===== src/logic/erosionPkg.sv =====
// Widths, row types and pipeline structs shared by every module of the erosion engine
`default_nettype none

package erosionPkg;

	//////////////////////////////
	// Geometry
	//////////////////////////////
	localparam int PixelBits = 3;
	localparam int PixelsPerRow = 128;
	localparam int RowBits = PixelBits * PixelsPerRow;
	localparam int MaxRows = 128;
	localparam int ElementBits = 9 * PixelBits;
	// Row with one zero pixel of padding on each side
	localparam int PaddedBits = RowBits + 2 * PixelBits;
	localparam logic [PixelBits-1:0] PixelOnes = '1;

	//////////////////////////////
	// Basic types
	//////////////////////////////
	typedef logic [PixelBits-1:0] pixel_t;
	// Pixel 0 sits in the top bits
	typedef logic [RowBits-1:0] row_t;
	typedef logic [$clog2(MaxRows)-1:0] rowAddr_t;
	typedef logic [$clog2(MaxRows):0] rowCount_t;
	// Top, mid, bottom window rows; each left, centre, right
	typedef logic [ElementBits-1:0] element_t;

	//////////////////////////////
	// Pipeline structs
	//////////////////////////////
	typedef struct packed {
		element_t element;
		rowCount_t rowCount;
	} erosionCfg_t;

	typedef struct packed {
		logic valid;
		logic flush;
		row_t data;
	} rowBeat_t;

	typedef struct packed {
		logic valid;
		logic last;
		rowAddr_t rowIdx;
		row_t top;
		row_t mid;
		row_t bot;
	} window_t;

	typedef struct packed {
		logic valid;
		logic last;
		rowAddr_t rowIdx;
		row_t data;
	} result_t;

	typedef enum logic [2:0] {Idle, Read, Flush, Drain, Ack} fetchState_t;

	// Configuration seen after reset
	localparam erosionCfg_t DefaultCfg = '{element: '0, rowCount: rowCount_t'(MaxRows)};

endpackage

`default_nettype wire


===== src/logic/rowFetch.sv =====
// Frame handshake FSM that sweeps the input row memory and feeds row beats to the line buffer
`timescale 1ns/1ps
`default_nettype none

module rowFetch
(
	input wire logic clk_i,
	input wire logic rst_i,
	input wire logic frameReq_i,
	output logic frameAck_o,
	output logic frameIdle_o,
	output logic frameStart_o,
	input wire erosionPkg::rowCount_t rowCount_i,
	output logic rdEn_o,
	output erosionPkg::rowAddr_t rdAddr_o,
	input wire erosionPkg::row_t rdData_i,
	output erosionPkg::rowBeat_t beat_o,
	input wire logic frameDone_i
);
	import erosionPkg::*;

	fetchState_t state;
	rowAddr_t lastAddr;
	logic rdValid;
	logic flushValid;

	assign lastAddr = rowAddr_t'(rowCount_i - rowCount_t'(1));

	// No read in the frameStart cycle while the snapshot settles
	assign rdEn_o = (state == Read) && !frameStart_o;
	assign frameIdle_o = (state == Idle);
	assign frameAck_o = (state == Ack);

	//////////////////////////////
	// Frame FSM
	//////////////////////////////
	always_ff @(posedge clk_i or posedge rst_i)
	begin
		if (rst_i)
		begin
			state <= Idle;
			frameStart_o <= 1'b0;
			rdAddr_o <= '0;
			rdValid <= 1'b0;
			flushValid <= 1'b0;
		end
		else
		begin
			frameStart_o <= 1'b0;
			rdValid <= rdEn_o;
			flushValid <= (state == Flush);
			unique case (state)
				Idle:
				begin
					if (frameReq_i)
					begin
						state <= Read;
						frameStart_o <= 1'b1;
						rdAddr_o <= '0;
					end
				end
				Read:
				begin
					if (rdEn_o)
					begin
						if (rdAddr_o == lastAddr)
							state <= Flush;
						else
							rdAddr_o <= rdAddr_o + 1'b1;
					end
				end
				Flush: state <= Drain;
				Drain:
				begin
					if (frameDone_i)
						state <= Ack;
				end
				Ack:
				begin
					if (!frameReq_i)
						state <= Idle;
				end
				default: state <= Idle;
			endcase
		end
	end

	// Read data arrives one cycle after rdEn and the flush beat is a zero row
	assign beat_o = '{
		valid: rdValid | flushValid,
		flush: flushValid,
		data: flushValid ? row_t'(0) : rdData_i
	};

endmodule

`default_nettype wire


===== config.mk =====
export PLATFORM = sky130hd
export DESIGN_NAME = rowFetch
export DESIGN_NICKNAME = d
export VERILOG_FILES = /design/src/logic/erosionPkg.sv /design/src/logic/rowFetch.sv
export SDC_FILE = /design/constraint.sdc
export NUM_CORES = 1
export LEC_CHECK = 0
export BUFFER_PORTS_ARGS = -buffer_cell sky130_fd_sc_hd__clkbuf_2
export CAP_MARGIN = 15
export CORE_AREA = 5 5 308 310
export DETAILED_ROUTE_END_ITERATION = 10
export DIE_AREA = 0 0 313 315
export GPL_TIMING_DRIVEN = 0
export PLACE_DENSITY = 0.3
export SYNTH_ARGS = -nofsm -noshare
export SYNTH_HDL_FRONTEND = slang
export SYNTH_SLANG_ARGS = --single-unit

===== constraint.sdc =====
create_clock -name clk_i -period 2.4 [get_ports clk_i]
set_input_delay 0.48 -clock clk_i [delete_from_list [all_inputs] [get_ports clk_i]]
set_output_delay 0.48 -clock clk_i [all_outputs]
set_load 0.1 [all_outputs]

==> impl_metrics.yaml, run 1 <==
status:
  status: "finished, final reports clean"
timing:
  tns_ps: 0
  period_minus_slack_ps: 2355
  slew_headroom: 0.5877
  finalMaxSlewViolations: 0
  rsz0062_at_grt: "true"
  setup_viol_count_final: 0
  worst_pin_slew_ps: 621.1
  clock.fmax_mhz: 424.6
  whs_ps: 286.7
  finalClockSkew_ps: 7.415
  fin_crit_sh: 0.9814
  hold_viol: 0
global_routing:
  antenna_found_initial: 76
  use_met1: 0.1103
  global_route.peak_usage_layer: "met2"
  grt_overflow: 0
  global_route.usage.met3: 0.07533
  grt.total_usage: 0.1128
  grt_use_met2: 0.2092
  grt_pass1_wl_um: 74100
  grt_pass1_vias: 7212
  grt_max_degree: 14
power_and_ir_drop:
  powerDensity_nw_per_um2: 572.7
  ir_drop_uv: 373.0
  p_leak_nw: 5.671
hold_path:
  hold_path.class: "input port to async pin"
finish:
  fin_nets: 1729
  drive_gt1_frac: 0.7030
  finalCoreUtilization: 0.1220
  area_growth_pct: 218.7
die:
  core_um2: 91390
  chipHeight_um: 315
  io_pins: 793
  start_util: 0.03830
  die_area_um2: 98600
  fp.dieW_um: 313
  num_rows: 111
logic_synthesis:
  syn_inst: 534
  synth_simple_gate_area_frac: 0.7544
  synth_compound_area_frac: 0.05577
  synthAdderAreaFrac: 0.007151
  ys_seq_area_frac: 0.09296
  synth_top_family_by_area: "simple AND/OR/NAND/NOR gates"
  synth_seq_cells: 13
  synthTopCellsByArea: "nor2b_1 69%, dfrtp_1 9.3%, clkbuf_1 4.9%"
  synthArstFlopShare: 1.000
  ys.warnings.count: 0
  synth-xor-area-share: 0.01752
  syn-cell-area_um2: 3500
  synth.distinct_cells: 34
  synthMuxAreaShare: 0.01430
  synth_area_per_cell_um2: 6.554
  synth.net_count: 932
  yosysTopAreaCell: "nor2b_1"
  synth_flop_cell: "dfrtp_1"
  synth_top_cell_area_share: 0.6900
  synth-edff-count: 0
cts:
  clock-root-buffer: "clkbuf_16"
  cts_hold_buffers: 0
  cts.htree.levels: 1
  clk_path_buf_depth: 2
  numCtsBuffers: 3
  cts_tree: "yes"
  clk_pin_slew_worst_paths_ps: 50
  worstSkewPairLatency_ps: 250
  cts.sinks: 13
critical_path:
  worstPathArrival_ps: 1880
  startpoint: "flushValid$_DFF_PP0_"
  criticalPathCategory: "flip-flop to output port"
  end_kind: "output port"
  cp.required_ps: 1920
  critPathMaxFanout: 11
  timing.rr.start: "rdAddr_o[5]$_DFFE_PP0P_"
  start_kind: "flip-flop"
detailed_routing:
  drc: 0
  wl_per_cell_um: 23.75
  first_pass_iters: 4
  dr.first_iter.drc_count: 220
  totalWireLength_um: 60520
  dr_total_vias: 7039
  ant_nets: 0
  viasPerCell: 2.763
placement:
  hpwl_um: 57650
  io_buffers: 791
  place.gp.congestion: 0.8581
job:
  cap_viol_max_count: 0
## flip-flops by register name (all words and copies together), names as in the netlist
signal,flops
frameStart_o,1
flushValid,1
state,3
rdValid,1
rdAddr_o,7
## report_power, final
part	total, mW	switching (mW)	internal [mW]	leakage, nW
sequential	0.416	0.123	0.294	0.163
clock	0.321	0.0989	0.222	0.0411
combinational	5.65	4.39	1.26	5.47
## Yosys cell counts (all sizes together) (3+ instances only)
library cell / instances
a21oi: 8
clkbuf: 46
dfrtp: 13
inv: 6
mux2i: 5
nand2: 20
nand2b: 7
nor2: 4
nor2b: 386
nor3: 4
o21ai: 4
xnor2: 3
xor2: 4
## kinds of logic (layout without fill, tap and decap cells)
| group | after synthesis | count (layout) |
|---|---|---|
| AND/OR/NAND/NOR | 431 | 431 |
| multiplexers | 5 | 5 |
| XOR/XNOR | 7 | 7 |
| adder cells (fa/ha/maj) | 2 | 2 |
| AO/OA/AOI/OAI | 23 | 23 |
| other | 0 | 32 |
| flip-flops | 13 | 13 |
| buffers and inverters | 53 | 849 |
## cells in the final DEF, fill, tap and decap left out, drive strengths merged, types with 5 or more instances in the layout
cell type,count
clkbuf,745
nor2b,386
buf,97
diode,32
nand2,20
dfrtp,13
a21oi,8
nand2b,7
inv,6
mux2i,5
## layout make-up
| cell class | instances | area [um2] |
|---|---|---|
| diodes | 32 | 80.08 |
| flip-flops and latches | 13 | 326.6 |
| well taps | 1186 | 1484 |
| clock buffers | 3 | 75.07 |
| inverters | 6 | 22.52 |
| multi-input cells | 468 | 3292 |
| repair buffers | 792 | 5582 |
| fillers | 10664 | 80230 |
| clock inverters | 1 | 5.005 |
| plain buffers | 47 | 285.3 |
## layer usage
layer  vias to the layer above  part of all wire  routed length [um]
li1                       3260                 -                   -
met1                      3105              0.33               19940
met2                       544              0.50               30360
met3                       110              0.15                9218
met4                        20             0.014                 857
met5                         -            0.0022                 136
## repair_timing
item,in CTS,in global routing
hold endpoints to repair,0,0
setup endpoints to repair,392,123
pin swaps,1,1
buffers inserted,0,1
resized for setup,569,123
## path summary, 6_finish.rpt
| path | to | slack [ps] | cells past startpoint |
|---|---|---|---|
| max | beat_o[230] | 40 | 5 |
| min | state[1]$_DFFE_PP0P_ | 290 | 2 |
| max reg2reg | state[0]$_DFFE_PP0P_ | 390 | 6 |
| min reg2reg | rdAddr_o[5]$_DFFE_PP0P_ | 600 | 2 |
| max in group asynchronous | rdAddr_o[5]$_DFFE_PP0P_ | 1690 | 2 |
| min in group clk_i | state[2]$_DFFE_PP0P_ | 510 | 3 |
## worst max-delay path, stage by stage, from the launching register on
cell and delay, ps:
dfrtp_1 410, clkbuf_8 210, clkbuf_8 210, clkbuf_2 210, nor2b_1 270, clkbuf_8 300
## per-stage QoR
stage	power, mW	setup slack [ps]	instances	cell area [um2]
2_1_floorplan	4.505	-339.3	534	3603
3_3_place_gp	5.769	-1379	2511	9046
3_5_place_dp	5.748	-1362	2511	9046
4_1_cts	6.436	-19.29	2515	10960
5_1_grt	6.653	-26.78	2516	11070
6_report	6.386	44.69	2548	11150
Note: power is estimated with default switching activity, not from simulation.
==> inputs of run 2 (changes only) <==
--- a/config.mk
+++ b/config.mk
@@ -5,11 +5,11 @@
 export SDC_FILE = /design/constraint.sdc
 export NUM_CORES = 1
 export LEC_CHECK = 0
+export ABC_AREA = 1
 export BUFFER_PORTS_ARGS = -buffer_cell sky130_fd_sc_hd__clkbuf_2
-export CAP_MARGIN = 15
-export CORE_AREA = 5 5 308 310
+export CORE_AREA = 5 5 301 303
 export DETAILED_ROUTE_END_ITERATION = 10
-export DIE_AREA = 0 0 313 315
+export DIE_AREA = 0 0 306 308
 export GPL_TIMING_DRIVEN = 0
 export PLACE_DENSITY = 0.3
 export SYNTH_ARGS = -nofsm -noshare
==> run 2 against run 1 <==
Compared with the run above:
- fmax up 1.6%
- non-clock buffer count fell by 4
- sequential cell count did not move
- die area fell by 4.4%
- largest power group unchanged
- utilization up 0.81 points
- sequential share of layout area is 0.078 points lower
==> impl_metrics.yaml, run 2 <==
timing:
  clock.fmax_mhz: 431.4
  setup_viol_count_final: 0
  rsz0062_at_grt: "true"
  whs_ps: 268.6
  fin_crit_sh: 0.9659
  period_minus_slack_ps: 2318
  hold_viol: 0
  finalMaxSlewViolations: 0
  slew_headroom: 0.5648
  worst_pin_slew_ps: 655.5
  finalClockSkew_ps: 1.101
cts:
  clock-root-buffer: "clkbuf_16"
  cts_tree: "yes"
  cts_hold_buffers: 0
  cts.sinks: 13
  clk_path_buf_depth: 2
  cts.htree.levels: 1
  clk_pin_slew_worst_paths_ps: 50
  worstSkewPairLatency_ps: 240
  numCtsBuffers: 3
logic_synthesis:
  synth.net_count: 1364
  syn-cell-area_um2: 4068
  synth_top_cell_area_share: 0.3737
  synth_simple_gate_area_frac: 0.4737
  synth_flop_cell: "dfrtp_1"
  synthAdderAreaFrac: 0.006152
  synthTopCellsByArea: "inv_1 37%, nor2_1 37%, dfrtp_1 8.0%"
  synth-xor-area-share: 0.01077
  ys_seq_area_frac: 0.07998
  synth_compound_area_frac: 0.01200
  synth_most_common_cell: "inv_1"
  synthMuxAreaShare: 0
  yosysTopAreaCell: "inv_1"
  synth-edff-count: 0
  synth_top_family_by_area: "simple AND/OR/NAND/NOR gates"
  synth.distinct_cells: 26
  ys_top_cells_by_count: "405 x inv_1, 400 x nor2_1, 55 x nand2_1"
  syn_inst: 966
  synth_seq_cells: 13
  synthArstFlopShare: 1.000
  ys.warnings.count: 0
  synth_area_per_cell_um2: 4.211
global_routing:
  grt_overflow: 0
  grt_pass1_wl_um: 74620
  antenna_found_initial: 56
  grt.total_usage: 0.1147
  grt_pass1_vias: 8569
  grt_max_degree: 14
die:
  fp.dieW_um: 306
  core_um2: 87690
  num_rows: 109
  start_util: 0.04639
  io_pins: 793
  chipHeight_um: 308
  die_area_um2: 94250
detailed_routing:
  drc: 0
  first_pass_iters: 4
  dr.first_iter.drc_count: 324
  viasPerCell: 2.806
  dr_total_vias: 8249
  wl_per_cell_um: 19.91
  ant_nets: 0
  totalWireLength_um: 58540
power_and_ir_drop:
  swShare: 0.8014
  power.internal_mw: 3.484
  p_leak_nw: 7.449
  ir_drop_uv: 747.5
  total_power_mw: 17.54
  p_sw_mw: 14.06
  powerDensity_nw_per_um2: 1537
  pwr-share-seq: 0.021
  power.clock.fraction: 0.018
  power.share.combinational: 0.960
critical_path:
  cp_common_cell: "clkbuf_4"
  critical_path_buf_inv_count: 4
  worstPathArrival_ps: 1840
  critPathTopFamily: "buffers and inverters"
  critPathMaxFanout: 10
  end_kind: "output port"
  crit_slowest_cell: "dfrtp_1"
  criticalPathCategory: "flip-flop to output port"
  max_stage_delay_ps: 420
  cp.depth: 5
  start_kind: "flip-flop"
  cp.required_ps: 1920
  rr_worst_depth: 11
  crit_chain: "buf_6, buf_2, clkbuf_4, nor2_1, clkbuf_4"
finish:
  layout_common_cells: "444 x clkbuf_2, 405 x inv_1, 332 x nor2_1"
  fin_nets: 2160
  largest_register_ffs: 7
  drive_gt1_frac: 0.5241
  top_register: "rdAddr_o"
  largestRegisters: "rdAddr_o (7), state (3)"
  final_common_cell: "clkbuf_2"
  area_growth_pct: 180.6
placement:
  place.gp.congestion: 0.8321
  hpwl_um: 55560
  io_buffers: 791
hold_path:
  hold_path.class: "input port to async pin"
job:
  cap_viol_max_count: 0
status:
  status: "finished, final reports clean"
-- run 2: cells by family (layout without fill, tap and decap cells) --
| group | Yosys count | in the layout |
|---|---|---|
| xor gates and xnor gates | 5 | 5 |
| DFF | 13 | 13 |
| AOI/OAI and AO/OA | 5 | 5 |
| buffers and inverters | 451 | 1246 |
| and+or+nand+nor | 490 | 490 |
| adders and majority gates | 2 | 2 |
| other | 0 | 14 |
-- run 2: cell type report --
type	count	area, um2
plain buffers	44	301.5
fillers	10479	76280
well taps	1165	1458
inverters	407	1528
repair buffers	791	5376
multi-input cells	502	2310
diodes	14	35.03
clock buffers	4	78.83
flip-flops and latches	13	325.3
-- run 2: power by group through the flow --
stage	Sequential [mW]	Clock [mW]	Combinational, mW
2_1_floorplan	0.499	0	12.5
3_3_place_gp	0.386	0	15.8
3_5_place_dp	0.386	0	15.7
4_1_cts	0.383	0.325	17.0
5_1_grt	0.391	0.335	17.4
6_report	0.376	0.317	16.9
-- run 2: through the flow --
step                setup TNS (ps)  std cells  instance area, um2    util  worst slack, ps
floorplan                   -87520        966                4153       -           -252.4
global placement           -209960       2922                9569  0.1091            -1089
detailed placement         -203220       2922                9570  0.1091            -1132
CTS                         -5.302       2926               11360  0.1295           -4.866
global route                -52.26       2927               11380  0.1298           -14.47
finish                           0       2940               11410  0.1301            81.89
-- run 2: routing by layer --
metal  share of wire  wire length (um)  up-vias  global-route usage
li1                -                 -     4104                   -
met1            0.36             21000     3542              0.1214
met2            0.50             29120      501              0.2104
met3            0.13              7733       80             0.06324
met4          0.0093               544       22            0.006335
met5          0.0025               149        -                   0
-- run 2: path summary, 6_finish.rpt --
check                                           to               startpoint  slack (ps)
min in group clk_i               rdValid$_DFF_PP0_   frameStart_o$_DFF_PP0_         490
hold / removal             rdAddr_o[2]$_DFFE_PP0P_                    rst_i         270
setup / recovery                       beat_o[285]     flushValid$_DFF_PP0_          80
setup reg to reg           rdAddr_o[2]$_DFFE_PP0P_  rdAddr_o[4]$_DFFE_PP0P_         840
hold reg to reg                  rdValid$_DFF_PP0_   frameStart_o$_DFF_PP0_         490
max in group asynchronous  rdAddr_o[5]$_DFFE_PP0P_                    rst_i        1760
-- run 2: timing repair --
action,4_1_cts,5_1_grt
buffers inserted,0,0
setup endpoints to repair,385,85
pin swaps,0,0
resized for setup,555,36
==> inputs of run 3 (changes only) <==
--- a/config.mk
+++ b/config.mk
@@ -7,9 +7,10 @@
 export LEC_CHECK = 0
 export ABC_AREA = 1
 export BUFFER_PORTS_ARGS = -buffer_cell sky130_fd_sc_hd__clkbuf_2
-export CORE_AREA = 5 5 301 303
+export CORE_AREA = 2 2 307 309
+export CTS_BUF_LIST = sky130_fd_sc_hd__clkbuf_16
 export DETAILED_ROUTE_END_ITERATION = 10
-export DIE_AREA = 0 0 306 308
+export DIE_AREA = 0 0 309 311
 export GPL_TIMING_DRIVEN = 0
 export PLACE_DENSITY = 0.3
 export SYNTH_ARGS = -nofsm -noshare
==> run 3 against run 2 <==
Compared with the run above:
- utilization up 0.16 points
- final area up 7.1%
- register-to-register slack lost 20 ps
- sequential share of layout area decreased by 0.18 points
- combinational power grew 5%
- global-route usage up 1.8 points
- hold slack improved by 0.66 ps
- total power is 5.0% higher
- clock-buffer cell count shrank 1
- highest routed layer unchanged
- clock power about the same
- die area up 2.0%
==> impl_metrics.yaml, run 3 (synthesis gave the netlist of run 2 again) <==
power_and_ir_drop:
  power.clock.fraction: 0.017
  pwr-share-seq: 0.021
  swShare: 0.7859
  ir_drop_uv: 561.7
  powerDensity_nw_per_um2: 1507
  p_leak_nw: 7.710
  p_sw_mw: 14.48
  power.share.combinational: 0.962
  power.internal_mw: 3.943
critical_path:
  max_stage_delay_ps: 460
  critPathTopFamily: "buffers and inverters"
  start_kind: "flip-flop"
  cp.required_ps: 1920
  critical_path_buf_inv_count: 4
  criticalPathCategory: "flip-flop to output port"
  crit_chain: "buf_12, clkbuf_8, clkbuf_4, nor2_2, buf_8"
  critPathMaxFanout: 10
  crit_slowest_cell: "dfrtp_2"
  worstPathArrival_ps: 1870
  end_kind: "output port"
detailed_routing:
  viasPerCell: 2.784
  dr_total_vias: 8422
  dr.first_iter.drc_count: 398
  ant_nets: 0
  wl_per_cell_um: 22.01
  totalWireLength_um: 66580
  drc: 0
  first_pass_iters: 4
timing:
  clock.fmax_mhz: 426.2
  finalMaxSlewViolations: 0
  period_minus_slack_ps: 2346
  slew_headroom: 0.5963
  hold_viol: 0
  setup_viol_count_final: 0
  tns_ps: 0
  fin_crit_sh: 0.9775
  worst_pin_slew_ps: 608.1
  finalClockSkew_ps: 4.668
  rsz0062_at_grt: "true"
  whs_ps: 269.2
die:
  fp.dieW_um: 309
  start_util: 0.04385
  chipHeight_um: 311
  io_pins: 793
  num_rows: 112
  die_area_um2: 96100
  core_um2: 92770
finish:
  fill_cells: 11081
  layout_common_cells: "439 x clkbuf_2, 406 x inv_1, 298 x nor2_1"
  largest_register_ffs: 7
  final_common_cell: "clkbuf_2"
  largestRegisters: "rdAddr_o (7), state (3)"
  stdcell_count: 3025
  multi_input_area_um2: 2435
  drive_gt1_frac: 0.5440
  top_register: "rdAddr_o"
  area_growth_pct: 200.5
  seq_area_um2: 326.6
  fin_nets: 2160
cts:
  cts_tree: "yes"
  clock-root-buffer: "clkbuf_16"
  clk_path_buf_depth: 2
  cts.htree.levels: 1
  clk_pin_slew_worst_paths_ps: 50
  numCtsBuffers: 3
  cts_hold_buffers: 0
  cts.sinks: 13
  worstSkewPairLatency_ps: 240
  post_cts_buffers: 0
global_routing:
  grt_max_degree: 14
  grt_pass1_vias: 8490
  grt_pass1_wl_um: 82890
  antenna_found_initial: 79
  grt_overflow: 0
  grt.total_usage: 0.1327
placement:
  place.gp.congestion: 0.8770
  io_buffers: 791
  dp_cells: 3011
  hpwl_um: 63820
status:
  status: "finished, final reports clean"
job:
  cap_viol_max_count: 0
hold_path:
  hold_path.class: "input port to async pin"
-- run 3: changes by cell type in the layout (fill, tap and decap cells not counted), sizes merged --
| cell | before | now |
|---|---|---|
| clkbuf | 810 | 764 |
| inv | 407 | 408 |
| buf | 29 | 74 |
| diode | 14 | 10 |
-- run 3: metal layers --
metal | global-route usage | vias up | share of wire | wire length [um]
met1 | 0.1259 | 3609 | 0.33 | 21640
met2 | 0.2279 | 528 | 0.46 | 30480
li1 | - | 4099 | - | -
met5 | 0 | - | 0.0047 | 312
met3 | 0.1108 | 138 | 0.20 | 13000
met4 | 0.008826 | 48 | 0.017 | 1145
-- run 3: per-stage QoR --
step                setup WS, ps  utilization  area, um2  power (mW)
finish                     53.95       0.1318      12220       18.42
CTS                       -105.6       0.1295      12010       18.50
detailed placement         -1324       0.1044       9681       16.44
floorplan                 -252.4            -       4153       13.02
global placement           -1344       0.1044       9681       16.47
global route              -28.15       0.1315      12200       19.14
-- run 3: power by group through the flow --
| stage | combinational (mW) | sequential [mW] | clock [mW] |
|---|---|---|---|
| floorplan | 12.5 | 0.499 | 0 |
| finish | 17.7 | 0.386 | 0.318 |
| CTS | 17.8 | 0.391 | 0.327 |
| global placement | 16.1 | 0.390 | 0 |
| global route | 18.4 | 0.397 | 0.343 |
| detailed placement | 16.1 | 0.391 | 0 |
-- run 3: path summary, 6_finish.rpt --
| kind | startpoint | end | slack, ps | cells after the start |
|---|---|---|---|---|
| worst min-delay path | rst_i | rdAddr_o[1]$_DFFE_PP0P_ | 270 | 2 |
| worst max register to register | rdAddr_o[5]$_DFFE_PP0P_ | rdAddr_o[6]$_DFFE_PP0P_ | 820 | 12 |
| min in group clk_i | frameDone_i | state[1]$_DFFE_PP0P_ | 520 | 4 |
| max in group asynchronous | rst_i | flushValid$_DFF_PP0_ | 1720 | 2 |
| worst min register to register | frameStart_o$_DFF_PP0_ | rdValid$_DFF_PP0_ | 520 | 1 |
| worst max-delay path | flushValid$_DFF_PP0_ | beat_o[82] | 50 | 5 |
-- run 3: what timing repair did --
item,4_1_cts,5_1_grt
pin swaps,1,0
endpoints found under the setup margin,385,306
resized for setup,638,125
-- run 3: layout make-up --
cell class | count | area share
Clock buffer | 3 | 0.006142
Multi-Input combinational cell | 502 | 0.1992
Timing Repair Buffer | 791 | 0.4862
Buffer | 44 | 0.02600
Tap cell | 1254 | 0.1284
Clock inverter | 1 | 0.0003071
Antenna cell | 10 | 0.002047
Sequential cell | 13 | 0.02672
Inverter | 407 | 0.1250
